--- config.mk ---
export PLATFORM = sky130hd
export DESIGN_NAME = idu_top
export DESIGN_NICKNAME = d
export VERILOG_FILES = /design/src/design/idu_pkg.sv /design/src/design/idu_regf_rd_if.sv /design/src/design/idu_pipebuf.sv /design/src/design/idu_regfile.sv /design/src/design/idu_decoder.sv /design/src/design/idu_top.sv
export SDC_FILE = /design/constraint.sdc
export NUM_CORES = 2
export LEC_CHECK = 0
export ABC_AREA = 0
export BUFFER_PORTS_ARGS = -buffer_cell sky130_fd_sc_hd__buf_2
export CORE_MARGIN = 1
export CORE_UTILIZATION = 26
export DETAILED_ROUTE_END_ITERATION = 10
export PLACE_DENSITY_LB_ADDON = 0.2
export SLEW_MARGIN = 10
export SYNTH_ARGS = -nofsm -noshare
export SYNTH_HDL_FRONTEND = slang
export SYNTH_HIERARCHICAL = 1
export SYNTH_SLANG_ARGS = --single-unit
--- constraint.sdc ---
create_clock -name clk -period 6.05 [get_ports clk]
set_input_delay 1.815 -clock clk [delete_from_list [all_inputs] [get_ports clk]]
set_output_delay 1.815 -clock clk [all_outputs]
set_load 0.005 [all_outputs]
--- src/design/idu_pkg.sv ---
// Decode stage shared widths, opcode values, unit bus positions and instruction layouts
`default_nettype none

package idu_pkg;

   localparam int IW = 32;

   // Logic group opcodes
   localparam logic [5:0] OP_AND   = 6'h01;
   localparam logic [5:0] OP_AND_I = 6'h02;
   localparam logic [5:0] OP_OR    = 6'h03;
   localparam logic [5:0] OP_OR_I  = 6'h04;
   localparam logic [5:0] OP_XOR   = 6'h05;
   localparam logic [5:0] OP_XOR_I = 6'h06;
   localparam logic [5:0] OP_LSL   = 6'h07;
   localparam logic [5:0] OP_LSL_I = 6'h08;
   localparam logic [5:0] OP_LSR   = 6'h09;
   localparam logic [5:0] OP_LSR_I = 6'h0a;

   // Arithmetic group opcodes
   localparam logic [5:0] OP_CMP   = 6'h10;
   localparam logic [5:0] OP_ADD   = 6'h11;
   localparam logic [5:0] OP_ADD_I = 6'h12;
   localparam logic [5:0] OP_SUB   = 6'h13;
   localparam logic [5:0] OP_MUL   = 6'h14;
   localparam logic [5:0] OP_MHI   = 6'h15;

   // Memory group opcodes
   localparam logic [5:0] OP_LDB   = 6'h20;
   localparam logic [5:0] OP_LDH   = 6'h21;
   localparam logic [5:0] OP_LDW   = 6'h22;
   localparam logic [5:0] OP_STB   = 6'h24;
   localparam logic [5:0] OP_STH   = 6'h25;
   localparam logic [5:0] OP_STW   = 6'h26;
   localparam logic [5:0] OP_MBARR = 6'h28;

   // One-hot positions on the logic unit bus
   localparam int LU_W   = 5;
   localparam int LU_AND = 0;
   localparam int LU_OR  = 1;
   localparam int LU_XOR = 2;
   localparam int LU_LSL = 3;
   localparam int LU_LSR = 4;

   // One-hot positions on the arithmetic unit bus
   localparam int AU_W   = 5;
   localparam int AU_CMP = 0;
   localparam int AU_ADD = 1;
   localparam int AU_SUB = 2;
   localparam int AU_MUL = 3;
   localparam int AU_MHI = 4;

   // Memory access size codes
   localparam logic [2:0] SIZE_NONE = 3'd0;
   localparam logic [2:0] SIZE_B    = 3'd1;
   localparam logic [2:0] SIZE_H    = 3'd2;
   localparam logic [2:0] SIZE_W    = 3'd3;

   typedef struct packed {
      logic [7:0] attr;
      logic [5:0] rs2;
      logic [5:0] rs1;
      logic [5:0] rd;
      logic [5:0] opcode;
   } insn_reg_t;

   typedef struct packed {
      logic [13:0] imm14;
      logic [5:0]  rs1;
      logic [5:0]  rd;
      logic [5:0]  opcode;
   } insn_imm_t;

   typedef struct packed {
      logic [1:0]  pad;
      logic [17:0] imm18;
      logic [5:0]  rd;
      logic [5:0]  opcode;
   } insn_wide_t;

   // Same word seen as register, immediate or wide immediate form
   typedef union packed {
      insn_reg_t  r;
      insn_imm_t  i;
      insn_wide_t w;
   } insn_u;

endpackage

`default_nettype wire

--- src/design/idu_regf_rd_if.sv ---
// Register file read bundle with two enabled read ports between decoder and register file
`timescale 1ns/1ps
`default_nettype none

interface idu_regf_rd_if #(
   parameter int DW     = 32,
   parameter int REG_AW = 5
) ();

   logic              rs1_re;
   logic [REG_AW-1:0] rs1_addr;
   logic [DW-1:0]     rs1_data;
   logic              rs2_re;
   logic [REG_AW-1:0] rs2_addr;
   logic [DW-1:0]     rs2_data;

   // Decoder side issues requests
   modport decoder (
      output rs1_re, rs1_addr, rs2_re, rs2_addr,
      input  rs1_data, rs2_data
   );

   modport regfile (
      input  rs1_re, rs1_addr, rs2_re, rs2_addr,
      output rs1_data, rs2_data
   );

endinterface

`default_nettype wire

--- src/design/idu_pipebuf.sv ---
// One-entry valid/ready holding stage that issues the accept pulse for the decode registers
`timescale 1ns/1ps
`default_nettype none

module idu_pipebuf (
   input  wire  clk,
   input  wire  rst_i,
   input  wire  in_valid_i,
   output logic in_ready_o,
   output logic out_valid_o,
   input  wire  out_ready_i,
   output logic accept_o
);

   logic out_valid_r;

   // Free slot, or the held item leaves this cycle
   assign in_ready_o  = ~out_valid_r | out_ready_i;
   assign accept_o    = in_valid_i & in_ready_o;
   assign out_valid_o = out_valid_r;

   always_ff @(posedge clk) begin
      if (rst_i) begin
         out_valid_r <= 1'b0;
      end else if (accept_o) begin
         out_valid_r <= 1'b1;
      end else if (out_ready_i) begin
         // Consumed with nothing new behind it
         out_valid_r <= 1'b0;
      end
   end

endmodule

`default_nettype wire

--- src/design/idu_regfile.sv ---
// General purpose register file with two enabled registered read ports and one write port
`timescale 1ns/1ps
`default_nettype none

module idu_regfile #(
   parameter int DW     = 32,
   parameter int REG_AW = 5
) (
   input  wire              clk,
   input  wire              rst_i,
   idu_regf_rd_if.regfile   rd,
   input  wire              wb_we_i,
   input  wire [REG_AW-1:0] wb_addr_i,
   input  wire [DW-1:0]     wb_data_i
);

   localparam int NREG = 2 ** REG_AW;

   logic [DW-1:0] regs [NREG];

   // Register 0 is never written, so it stays zero after reset
   always_ff @(posedge clk) begin
      if (rst_i) begin
         for (int i = 0; i < NREG; i++) begin
            regs[i] <= '0;
         end
      end else if (wb_we_i && (wb_addr_i != '0)) begin
         regs[wb_addr_i] <= wb_data_i;
      end
   end

   // Read data holds while the port is idle, keeping operands steady in a stall.
   // A same-edge write is not forwarded.
   always_ff @(posedge clk) begin
      if (rd.rs1_re) begin
         rd.rs1_data <= regs[rd.rs1_addr];
      end
      if (rd.rs2_re) begin
         rd.rs2_data <= regs[rd.rs2_addr];
      end
   end

endmodule

`default_nettype wire

--- src/design/idu_decoder.sv ---
// Instruction decoder with opcode groups, immediates, register reads and the execute bundle
`timescale 1ns/1ps
`default_nettype none

module idu_decoder #(
   parameter int DW     = 32,
   parameter int REG_AW = 5
) (
   input  wire                        clk,
   input  wire                        rst_i,
   input  wire                        accept_i,
   input  idu_pkg::insn_u             insn_i,
   input  wire                        flush_i,
   idu_regf_rd_if.decoder             regf,
   output logic [DW-1:0]              operand1_o,
   output logic [DW-1:0]              operand2_o,
   output logic [DW-1:0]              operand3_o,
   output logic [idu_pkg::LU_W-1:0]   lu_opc_o,
   output logic [idu_pkg::AU_W-1:0]   au_opc_o,
   output logic [2:0]                 load_size_o,
   output logic [2:0]                 store_size_o,
   output logic                       load_o,
   output logic                       store_o,
   output logic                       barr_o,
   output logic                       emu_o,
   output logic                       wb_regf_o,
   output logic [REG_AW-1:0]          wb_reg_addr_o
);

   logic [5:0] opc;
   logic op_and_i, op_or_i, op_xor_i, op_lsl_i, op_lsr_i, op_add_i;
   logic op_cmp, op_mhi, op_ldb, op_ldh, op_ldw, op_stb, op_sth, op_stw, op_barr;
   logic [idu_pkg::LU_W-1:0] lu_opc;
   logic [idu_pkg::AU_W-1:0] au_opc;
   logic [2:0] load_size, store_size;
   logic op_load, op_store, emu, wb_regf;
   logic insn_imm14, imm14_signed, insn_imm, reg_form;
   logic [DW-1:0] simm14, uimm14, uimm18, imm_nxt, imm_r;
   logic rs1_frm_regf_r, rs2_frm_regf_r;

   assign opc = insn_i.r.opcode;

   assign op_and_i = (opc == idu_pkg::OP_AND_I);
   assign op_or_i  = (opc == idu_pkg::OP_OR_I);
   assign op_xor_i = (opc == idu_pkg::OP_XOR_I);
   assign op_lsl_i = (opc == idu_pkg::OP_LSL_I);
   assign op_lsr_i = (opc == idu_pkg::OP_LSR_I);
   assign op_add_i = (opc == idu_pkg::OP_ADD_I);
   assign op_cmp   = (opc == idu_pkg::OP_CMP);
   assign op_mhi   = (opc == idu_pkg::OP_MHI);
   assign op_ldb   = (opc == idu_pkg::OP_LDB);
   assign op_ldh   = (opc == idu_pkg::OP_LDH);
   assign op_ldw   = (opc == idu_pkg::OP_LDW);
   assign op_stb   = (opc == idu_pkg::OP_STB);
   assign op_sth   = (opc == idu_pkg::OP_STH);
   assign op_stw   = (opc == idu_pkg::OP_STW);
   assign op_barr  = (opc == idu_pkg::OP_MBARR);

   // Immediate and register forms share one unit bit
   assign lu_opc[idu_pkg::LU_AND] = (opc == idu_pkg::OP_AND) | op_and_i;
   assign lu_opc[idu_pkg::LU_OR]  = (opc == idu_pkg::OP_OR)  | op_or_i;
   assign lu_opc[idu_pkg::LU_XOR] = (opc == idu_pkg::OP_XOR) | op_xor_i;
   assign lu_opc[idu_pkg::LU_LSL] = (opc == idu_pkg::OP_LSL) | op_lsl_i;
   assign lu_opc[idu_pkg::LU_LSR] = (opc == idu_pkg::OP_LSR) | op_lsr_i;

   assign au_opc[idu_pkg::AU_CMP] = op_cmp;
   assign au_opc[idu_pkg::AU_ADD] = (opc == idu_pkg::OP_ADD) | op_add_i;
   assign au_opc[idu_pkg::AU_SUB] = (opc == idu_pkg::OP_SUB);
   assign au_opc[idu_pkg::AU_MUL] = (opc == idu_pkg::OP_MUL);
   assign au_opc[idu_pkg::AU_MHI] = op_mhi;

   assign load_size  = op_ldb ? idu_pkg::SIZE_B : op_ldh ? idu_pkg::SIZE_H :
                       op_ldw ? idu_pkg::SIZE_W : idu_pkg::SIZE_NONE;
   assign store_size = op_stb ? idu_pkg::SIZE_B : op_sth ? idu_pkg::SIZE_H :
                       op_stw ? idu_pkg::SIZE_W : idu_pkg::SIZE_NONE;
   assign op_load  = |load_size;
   assign op_store = |store_size;

   // Nothing recognised, hand it to software
   assign emu     = ~((|lu_opc) | (|au_opc) | op_load | op_store | op_barr);
   assign wb_regf = ~(op_cmp | op_store | op_barr | emu);

   assign insn_imm14   = op_and_i | op_or_i | op_xor_i | op_lsl_i | op_lsr_i | op_add_i |
                         op_load | op_store;
   assign imm14_signed = op_and_i | op_xor_i | op_add_i | op_load | op_store;
   assign insn_imm     = insn_imm14 | op_mhi;
   assign reg_form     = ~insn_imm & ~op_barr;

   assign simm14  = {{(DW-14){insn_i.i.imm14[13]}}, insn_i.i.imm14};
   assign uimm14  = {{(DW-14){1'b0}}, insn_i.i.imm14};
   assign uimm18  = {{(DW-18){1'b0}}, insn_i.w.imm18};
   assign imm_nxt = insn_imm14 ? (imm14_signed ? simm14 : uimm14) : uimm18;

   // Stores fetch the data register through the rs2 port
   assign regf.rs1_re   = accept_i & ~op_barr;
   assign regf.rs1_addr = insn_i.r.rs1[REG_AW-1:0];
   assign regf.rs2_re   = accept_i & (reg_form | op_store);
   assign regf.rs2_addr = op_store ? insn_i.r.rd[REG_AW-1:0] : insn_i.r.rs2[REG_AW-1:0];

   always_ff @(posedge clk) begin
      if (rst_i) begin
         lu_opc_o       <= '0;
         au_opc_o       <= '0;
         load_size_o    <= idu_pkg::SIZE_NONE;
         store_size_o   <= idu_pkg::SIZE_NONE;
         rs1_frm_regf_r <= 1'b0;
         rs2_frm_regf_r <= 1'b0;
         load_o         <= 1'b0;
         store_o        <= 1'b0;
         barr_o         <= 1'b0;
         emu_o          <= 1'b0;
         wb_regf_o      <= 1'b0;
      end else if (accept_i) begin
         lu_opc_o       <= lu_opc;
         au_opc_o       <= au_opc;
         load_size_o    <= load_size;
         store_size_o   <= store_size;
         rs1_frm_regf_r <= ~op_barr;
         rs2_frm_regf_r <= reg_form;
         // Flush kills the side effects only
         load_o         <= op_load & ~flush_i;
         store_o        <= op_store & ~flush_i;
         barr_o         <= op_barr & ~flush_i;
         emu_o          <= emu & ~flush_i;
         wb_regf_o      <= wb_regf & ~flush_i;
      end
   end

   always_ff @(posedge clk) begin
      if (accept_i) begin
         imm_r         <= imm_nxt;
         wb_reg_addr_o <= insn_i.r.rd[REG_AW-1:0];
      end
   end

   assign operand1_o = rs1_frm_regf_r ? regf.rs1_data : imm_r;
   assign operand2_o = rs2_frm_regf_r ? regf.rs2_data : imm_r;
   // Store size survives a flush, so operand3 stays intact
   assign operand3_o = (|store_size_o) ? regf.rs2_data : '0;

endmodule

`default_nettype wire

--- src/design/idu_top.sv ---
// Decode stage top level joining the handshake buffer, decoder and register file
`timescale 1ns/1ps
`default_nettype none

module idu_top #(
   parameter int DW     = 32,
   parameter int REG_AW = 5
) (
   input  wire                        clk,
   input  wire                        rst_i,
   input  wire                        insn_valid_i,
   output logic                       insn_ready_o,
   input  wire [idu_pkg::IW-1:0]      insn_i,
   input  wire                        flush_i,
   output logic                       ex_valid_o,
   input  wire                        ex_ready_i,
   input  wire                        wb_we_i,
   input  wire [REG_AW-1:0]           wb_addr_i,
   input  wire [DW-1:0]               wb_data_i,
   output logic [DW-1:0]              operand1_o,
   output logic [DW-1:0]              operand2_o,
   output logic [DW-1:0]              operand3_o,
   output logic [idu_pkg::LU_W-1:0]   lu_opc_o,
   output logic [idu_pkg::AU_W-1:0]   au_opc_o,
   output logic [2:0]                 load_size_o,
   output logic [2:0]                 store_size_o,
   output logic                       load_o,
   output logic                       store_o,
   output logic                       barr_o,
   output logic                       emu_o,
   output logic                       wb_regf_o,
   output logic [REG_AW-1:0]          wb_reg_addr_o
);

   logic accept;

   idu_regf_rd_if #(.DW(DW), .REG_AW(REG_AW)) regf_rd ();

   idu_pipebuf u_pipebuf (
      .clk         (clk),
      .rst_i       (rst_i),
      .in_valid_i  (insn_valid_i),
      .in_ready_o  (insn_ready_o),
      .out_valid_o (ex_valid_o),
      .out_ready_i (ex_ready_i),
      .accept_o    (accept)
   );

   idu_decoder #(.DW(DW), .REG_AW(REG_AW)) u_decoder (
      .clk           (clk),
      .rst_i         (rst_i),
      .accept_i      (accept),
      .insn_i        (insn_i),
      .flush_i       (flush_i),
      .regf          (regf_rd.decoder),
      .operand1_o    (operand1_o),
      .operand2_o    (operand2_o),
      .operand3_o    (operand3_o),
      .lu_opc_o      (lu_opc_o),
      .au_opc_o      (au_opc_o),
      .load_size_o   (load_size_o),
      .store_size_o  (store_size_o),
      .load_o        (load_o),
      .store_o       (store_o),
      .barr_o        (barr_o),
      .emu_o         (emu_o),
      .wb_regf_o     (wb_regf_o),
      .wb_reg_addr_o (wb_reg_addr_o)
   );

   idu_regfile #(.DW(DW), .REG_AW(REG_AW)) u_regfile (
      .clk       (clk),
      .rst_i     (rst_i),
      .rd        (regf_rd.regfile),
      .wb_we_i   (wb_we_i),
      .wb_addr_i (wb_addr_i),
      .wb_data_i (wb_data_i)
   );

endmodule

`default_nettype wire

**Yosys cells after proc, flatten, opt, wreduce, memory -nomap -nowiden**

Memories as Yosys holds them, arrays and structs flattened. A register that Yosys moved wholly into a read port is not among the register bits.
Index checks and enable logic that the tools add are counted.

- Register bits: 48
- Latch bits: 0
- Memory bits (writable): 1024
- ROM bits: 0
- Bits of input ports: 75
- Output and inout port bits: 124
- Word-level logic and storage cells: 113
- Memories kept: 1

- Add/subtract/negate cells: 0
- Multiply operators: 0
- Divide/modulo/power cells: 0
- Order comparisons: 0
- Equality and inequality tests: 23
- Shifts and indexed selects: 0
- Multiplexer cells: 22
- Bitwise gates (word level): 42
- Reductions and logical operators: 10

Memories:

| memory | words | width | rd ports | clocked after Yosys merged registers in | wr ports | RTL line | text |
|---|---|---|---|---|---|---|---|
| u_regfile.regs | 32 | 32 | 2 | 2 | 32 | idu_regfile.sv:19 | `logic [DW-1:0] regs [NREG];` |

Operators with widths:

| cell | number |
|---|---|
| 2-to-1 mux 32 bit | 4 |
| == test 6 bit, second input constant | 7 |
| == test 6 x 5 -> 1 bit, second input constant | 6 |
| 2-to-1 mux 18 bit | 2 |
| OR reduction 32 bit | 1 |
| bitwise OR 1 bit | 27 |
| == test 6 x 3 -> 1 bit, second input constant | 4 |
| == test 6 x 4 -> 1 bit, second input constant | 3 |
| == test 6 x 2 -> 1 bit, second input constant | 2 |
| 2-to-1 mux 3 bit | 4 |
| 2-to-1 mux 5 bit | 2 |
| OR reduction 5 bit | 2 |
| bitwise AND 1 bit | 9 |
| OR reduction 3 bit | 3 |
| 2-to-1 mux 1 bit | 8 |
| == test 6 x 1 -> 1 bit, second input constant | 1 |
| inverter 1 bit | 6 |
| nonzero test 5 bit | 1 |
| 2-to-1 mux 2 bit | 2 |
| AND reduction 2 bit | 1 |
| nonzero test 2 bit | 1 |
| logical AND 1 bit | 1 |

**Longest topological paths before layout**

- Word-level depth: 13
- Mapped depth: 13
- Gate-level depth less buffers: 9

**Hierarchy**

Netlist, hierarchy kept.

By module, submodules not included:

| module | instances | cells an instance | area an instance (um2) | sequential area each (um2) |
|---|---|---|---|---|
| idu_regfile | 1 | 4669 | 57805.4 | 32671.3 |
| idu_decoder | 1 | 334 | 2990.4 | 1141.1 |
| idu_pipebuf | 1 | 5 | 55.1 | 20.0 |

**Worst setup path after synthesis**

OpenSTA, ideal clock, no wires.

- Kind: input to register
- Start point: in ex_ready_i
- End point: reg u_regfile.rd.rs2_data[0], read port of u_regfile.regs, enable pin
- Library setup time: 466 ps
- Data arrival time: 4880 ps
- Required time: 5584 ps
- Path slack: 704 ps
- Stages on the path: 5
- Buffers on the path: 1
- Cell sequence: nand2b_4 -> and2_4 -> inv_1 -> clkbuf_1 -> o21ai_0

- Cells in the longest elaborated chain, start to end: 3

Ends and longest elaborated chain:

| element | RTL line | text |
|---|---|---|
| from (decl) | idu_top.sv:16 | `input wire ex_ready_i,` |
| bitwise OR 1 bit | idu_pipebuf.sv:18 | `assign in_ready_o = ~out_valid_r \| out_ready_i;` |
| bitwise AND 1 bit | idu_pipebuf.sv:19 | `assign accept_o = in_valid_i & in_ready_o;` |
| net accept | idu_top.sv:35 | `logic accept;` |
| bitwise AND 1 bit | idu_decoder.sv:97 | `assign regf.rs2_re = accept_i & (reg_form \| op_store);` |
| net regf_rd.rs2_re | idu_regf_rd_if.sv:13 | `logic rs2_re;` |
| to (decl) | idu_regf_rd_if.sv:25 | `output rs1_data, rs2_data` |

The timed path passes the listed nets, and every way through them passes these cells.
A chain may end at the register's enable or synchronous reset.

**Worst setup path after layout**

- Start point: in insn_i[4] (netlist bit)
- End point: reg u_regfile.rd.rs2_data[19], read port of u_regfile.regs (data pin)

- Elaborated cells between the ends (all ways): 36
- Classes of those cells: eq/ne (14); mux (7); bitwise (13); reduce/logical (2)

RTL lines:

| element | RTL line | text |
|---|---|---|
| from (decl) | idu_top.sv:13 | `input wire [idu_pkg::IW-1:0] insn_i,` |
| == test 6 bit | idu_decoder.sv:56 | `assign op_stw = (opc == idu_pkg::OP_STW);` |
| 2-to-1 mux 2 bit | idu_decoder.sv:75 | `op_stw ? idu_pkg::SIZE_W : idu_pkg::SIZE_NONE;` |
| 2-to-1 mux 3 bit | idu_decoder.sv:74 | `assign store_size = op_stb ? idu_pkg::SIZE_B : op_sth ? idu_pkg::SIZE_H :` |
| 2-to-1 mux 3 bit (*) | idu_decoder.sv:74 |  |
| OR reduction 3 bit (*) | idu_decoder.sv:77 | `assign op_store = \|store_size;` |
| 2-to-1 mux 5 bit (*) | idu_decoder.sv:98 | `assign regf.rs2_addr = op_store ? insn_i.r.rd[REG_AW-1:0] : insn_i.r.rs2[REG_AW-1:0];` |
| net regf_rd.rs2_addr[1] | idu_regf_rd_if.sv:14 | `logic [REG_AW-1:0] rs2_addr;` |

Mark *: on every way through the listed nets, which the timed path passes. The rest lies on a longest branch.

==> PnR_summary.wiki <==
{| class="wikitable"
! Metric !! Value
|-
| Area of the die || 236000 sq um
|-
| Gr usage total || 0.192
|-
| Floorplan row count || 177
|-
| Starting density of the core || 0.262
|-
| Clock transition at the registers of the reported paths || 0.06 ns
|-
| Gp weighted congestion || 0.841
|-
| Ys async rst share || 0
|-
| Share of final-layout standard cells stronger than drive strength 1 || 0.141
|-
| Synthesized flop and latch total || between 1000 and 1500
|-
| Vertical die dimension || 486 microns
|-
| Data required time at the worst endpoint || about 6.5 ns
|-
| CP arrival || 5.19 ns
|-
| Max Fclk || 212 MHz
|-
| Multi-input logic area || 25000 sq um
|-
| Final worst clock skew || 0.0249 ns
|-
| Number of nets with antenna violations after detailed routing || 0
|-
| Worst Setup End Kind || register
|-
| Max IR drop VDD || approximately 0.00018 V
|-
| Final Critical Period || 4.71 ns
|-
| Clock Power Share || 0.401
|-
| Number of enable flip-flop cells after synthesis || approximately 1100
|-
| Setup repair after global routing missed its margin || false
|-
| Largest delay contributor family on the critical path || buffers and inverters
|-
| Synthesized area per cell || between 10 and 15 sq um
|-
| Post-detailed-route DRC marker count || 0
|-
| Start-to-end type of the worst setup path || primary input to register
|-
| Post-layout worst setup margin || 1.34 ns
|-
| Antenna violations before repair || 35
|-
| Worst relative slew slack || 0.0571
|-
| Via count of the first global-routing pass || 40300
|-
| Cells along the critical path || buf_2 -> nand2b_1 -> nor2_1 -> buf_4 -> nand2_1 -> mux2_8 -> buf_12 -> buf_4 -> mux2i_1 -> a22oi_1 -> a31oi_1 -> nand3_1
|-
| Slowest stage cell on the critical path || sky130_fd_sc_hd__a31oi_1
|-
| DP Cell Count || between 8000 and 9000
|-
| Worst Path Buf+Inv || 4
|-
| Post-layout net count || 5178
|-
| Hold-fix buffer count after cts || 0
|-
| Number of buffers inserted during clock tree synthesis || 137
|-
| HPWL Detailed || approximately 140000 microns
|-
| Post-Syn Area || slightly above 60000 sq um
|-
| Place WS || approximately 0.46 ns
|-
| Fraction of power spent switching nets || 0.270
|-
| Final instance area || 69900 sq um
|-
| Sequential element share of the synthesized area || 0.556
|-
| CTS HTree Levels || 4
|-
| Number of search-and-repair iterations in the first detailed-routing pass || 5
|-
| Final-layout setup total negative slack || 0 ns
|-
| Drt wl/cell || 28.2 microns
|-
| Ports placed on the boundary || 199
|-
| Number of hold violations in the final report || 0
|-
| Synth warnings || 6
|-
| Max Transition Viols Final || 0
|-
| Average vias per placed instance || 4.99
|-
| Cell internal power dissipation || 14.4 mW
|-
| Kind of path behind the tightest hold check || register to register
|-
| Clock tree root buffer cell || sky130_fd_sc_hd__clkbuf_16
|-
| Startpoint kind of the worst setup timing path || primary input
|-
| Sequential standard cell area || 33800 sq um
|-
| Net switching power of the design || 5.34 mW
|-
| Pin count of the biggest net entering global routing || 91
|-
| Placed Area || 65800 sq um
|-
| CORE AREA || 233000 sq um
|-
| Violation count after the first detailed-route iteration || 3352
|-
| Post-synthesis cell type count || 56
|-
| Insertion delay to the later sink of the worst-skew pair || 0.81 ns
|-
| Worst-case clock buffer depth || 3
|-
| Leakage Power || about 27 nW
|-
| Number of gates resized after CTS || 0
|-
| Slew at the pin closest to its max-slew limit || around 1.4 ns
|-
| Power share of the sequential group || 0.474
|-
| Utilization after layout || 0.301
|-
| Max incr delay on CP || 0.65 ns
|-
| Final count of negative-setup-slack endpoints || 0
|-
| Setup Fix Bufs, Post-CTS || 0
|-
| Horizontal die dimension || ~500 microns
|-
| Total detailed-routing wirelength || 233000 microns
|-
| Final-layout fill cell count || 23500
|-
| Cells after Synth || 5008
|-
| Clock tree from TritonCTS || yes
|-
| Max-Cap Viols || 0
|-
| First-pass GRT wire length || ~320000 microns
|-
| Synth Flop Type || sky130_fd_sc_hd__edfxtp_1
|-
| P per Cell Area || 282 nW/um^2
|-
| IO buf count || approximately 200
|-
| Total congestion overflow after global routing || 0
|-
| Critical path fanouts, max || 27
|-
| Sink count of the clock tree || approximately 1100
|-
| Outcome || finished, final reports clean
|-
| Area growth from synthesis to layout || 14.9%
|-
| Total vias in the final route || between 40000 and 50000
|-
| Crit share post-route || 0.779
|-
| Non-filler cells in the finished layout || 8255
|-
| Combinational share of power || 0.126
|-
| Crit-path most repeated cell || sky130_fd_sc_hd__buf_4
|}
-- power groups by stage --
stage / Sequential, mW / Combinational (mW) / Clock [mW]
floorplan: 9.42 / 1.43 / 0
global placement: 9.49 / 2.48 / 0
detailed placement: 9.51 / 2.48 / 0
CTS: 9.35 / 2.49 / 8.12
global route: 9.40 / 2.61 / 8.40
finish: 9.35 / 2.48 / 7.92
-- cells in the mapped netlist (12+ instances only) --
cell type                  number  area [sq um]
sky130_fd_sc_hd__clkbuf_1     270          1010
sky130_fd_sc_hd__buf_4         81           608
sky130_fd_sc_hd__nor2_1        35           131
sky130_fd_sc_hd__buf_1         24          90.1
sky130_fd_sc_hd__nand3_1      199           996
sky130_fd_sc_hd__a22oi_1      194          1460
sky130_fd_sc_hd__a22o_1       128          1120
sky130_fd_sc_hd__nor2b_1       39           244
sky130_fd_sc_hd__a21oi_1      210          1050
sky130_fd_sc_hd__nand2_1      268          1010
sky130_fd_sc_hd__a31oi_1       64           400
sky130_fd_sc_hd__dfxtp_1       22           440
sky130_fd_sc_hd__mux2_2        49           552
sky130_fd_sc_hd__buf_6         12           135
sky130_fd_sc_hd__nor3_1        66           330
sky130_fd_sc_hd__and2_1       994          6220
sky130_fd_sc_hd__nand2b_1      12          75.1
sky130_fd_sc_hd__buf_2         85           425
sky130_fd_sc_hd__mux2i_1     1025         10300
sky130_fd_sc_hd__edfxtp_1    1112         33400
sky130_fd_sc_hd__or2_2         34           213
-- metrics by stage --
step	hold WS (ns)	power (mW)
after floorplan	0.448	10.8
after global placement	0.449	12.0
after detailed placement	0.452	12.0
after CTS	0.461	20.0
after global routing	0.483	20.4
final	0.460	19.7
-- kinds of logic after synthesis --
group / Yosys count / share of synthesized area
buffers and inverters: 483 / 0.0382
other: 2 / 0.000123
flip-flops: 1134 / 0.556
AND/OR/NAND/NOR: 1693 / 0.158
XOR/XNOR: 1 / 0.000144
multiplexers: 1080 / 0.179
AO/OA/AOI/OAI: 615 / 0.0685
-- final timing paths --
kind	start	endpoint	slack, ns	cells after the start
worst max-delay path	insn_i[4]	u_regfile/rd.rs2_data[19]	1.34	12
worst min-delay path	u_decoder/au_opc_o[4]	u_decoder/au_opc_o[4]	0.46	2
worst max register to register	u_pipebuf/out_valid_o	u_regfile/rd.rs2_data[29]	3.52	5
worst min register to register	u_decoder/au_opc_o[4]	u_decoder/au_opc_o[4]	0.46	2
-- cells in the final DEF, fill, tap and decap left out, types with 4 or more instances in the layout --
master	synthesis	final
sky130_fd_sc_hd__mux2i_1	1025	1025
sky130_fd_sc_hd__nand3b_1	4	4
sky130_fd_sc_hd__edfxtp_1	1112	1112
sky130_fd_sc_hd__a22oi_1	194	194
sky130_fd_sc_hd__buf_4	81	166
sky130_fd_sc_hd__clkinv_2	0	20
sky130_fd_sc_hd__dfxtp_1	22	20
sky130_fd_sc_hd__nand3_1	199	199
sky130_fd_sc_hd__diode_2	0	4
sky130_fd_sc_hd__inv_6	0	5
sky130_fd_sc_hd__a21oi_1	210	210
sky130_fd_sc_hd__clkinv_8	0	7
sky130_fd_sc_hd__and2_1	994	992
sky130_fd_sc_hd__nor2_1	35	16
sky130_fd_sc_hd__bufinv_16	0	5
sky130_fd_sc_hd__a31oi_1	64	64
sky130_fd_sc_hd__a21o_1	4	4
sky130_fd_sc_hd__mux2_2	49	48
sky130_fd_sc_hd__clkbuf_16	0	138
sky130_fd_sc_hd__or2_2	34	34
sky130_fd_sc_hd__nand2b_1	12	8
sky130_fd_sc_hd__clkbuf_1	270	42
sky130_fd_sc_hd__nor3_1	66	66
sky130_fd_sc_hd__nand2_1	268	266
sky130_fd_sc_hd__buf_12	0	44
sky130_fd_sc_hd__nor2_2	6	13
sky130_fd_sc_hd__nor2b_1	39	35
sky130_fd_sc_hd__conb_1	2	34
sky130_fd_sc_hd__a22o_1	128	128
sky130_fd_sc_hd__clkinv_1	0	21
sky130_fd_sc_hd__mux2_4	6	6
sky130_fd_sc_hd__nor2_4	10	22
sky130_fd_sc_hd__buf_2	85	193
sky130_fd_sc_hd__nand2b_2	0	4
sky130_fd_sc_hd__nor2b_4	0	4
-- flip-flops by register name, summed over array words and instances (netlist names) --
register / flops
u_decoder/au_opc_o: 5
u_decoder/barr_o: 1
u_decoder/emu_o: 1
u_decoder/imm_r: 19
u_decoder/load_o: 1
u_decoder/load_size_o: 2
u_decoder/lu_opc_o: 5
u_decoder/rs1_frm_regf_r: 1
u_decoder/rs2_frm_regf_r: 1
u_decoder/store_o: 1
u_decoder/store_size_o: 2
u_decoder/wb_reg_addr_o: 5
u_decoder/wb_regf_o: 1
u_pipebuf/out_valid_o: 1
u_regfile/rd.rs1_data: 32
u_regfile/rd.rs2_data: 32
u_regfile/regs: 1024
-- per-layer routing --
| metal | track usage | share of wire |
|---|---|---|
| met5 | 0 | 0.000094 |
| met2 | 0.312 | 0.46 |
| met1 | 0.264 | 0.46 |
| met3 | 0.0253 | 0.047 |
| met4 | 0.0576 | 0.028 |
-- final cells by class --
cell class              count  area share
flip-flops and latches   1134       0.484
multi-input cells        3423       0.357
well taps                3043      0.0544
clock buffers             181      0.0518
repair buffers            404      0.0444
clock inverters            63     0.00787
inverters                   3    0.000161
diodes                      4    0.000143
-- worst reg2reg max path: stages (launching register included) --
cell                       delay (ns)
sky130_fd_sc_hd__dfxtp_1         0.33
sky130_fd_sc_hd__nand2b_4        0.10
sky130_fd_sc_hd__and2_4          0.15
sky130_fd_sc_hd__inv_1           0.34
sky130_fd_sc_hd__o21ai_4         0.81
sky130_fd_sc_hd__buf_4           0.44
(Power assumes the default switching activity.)
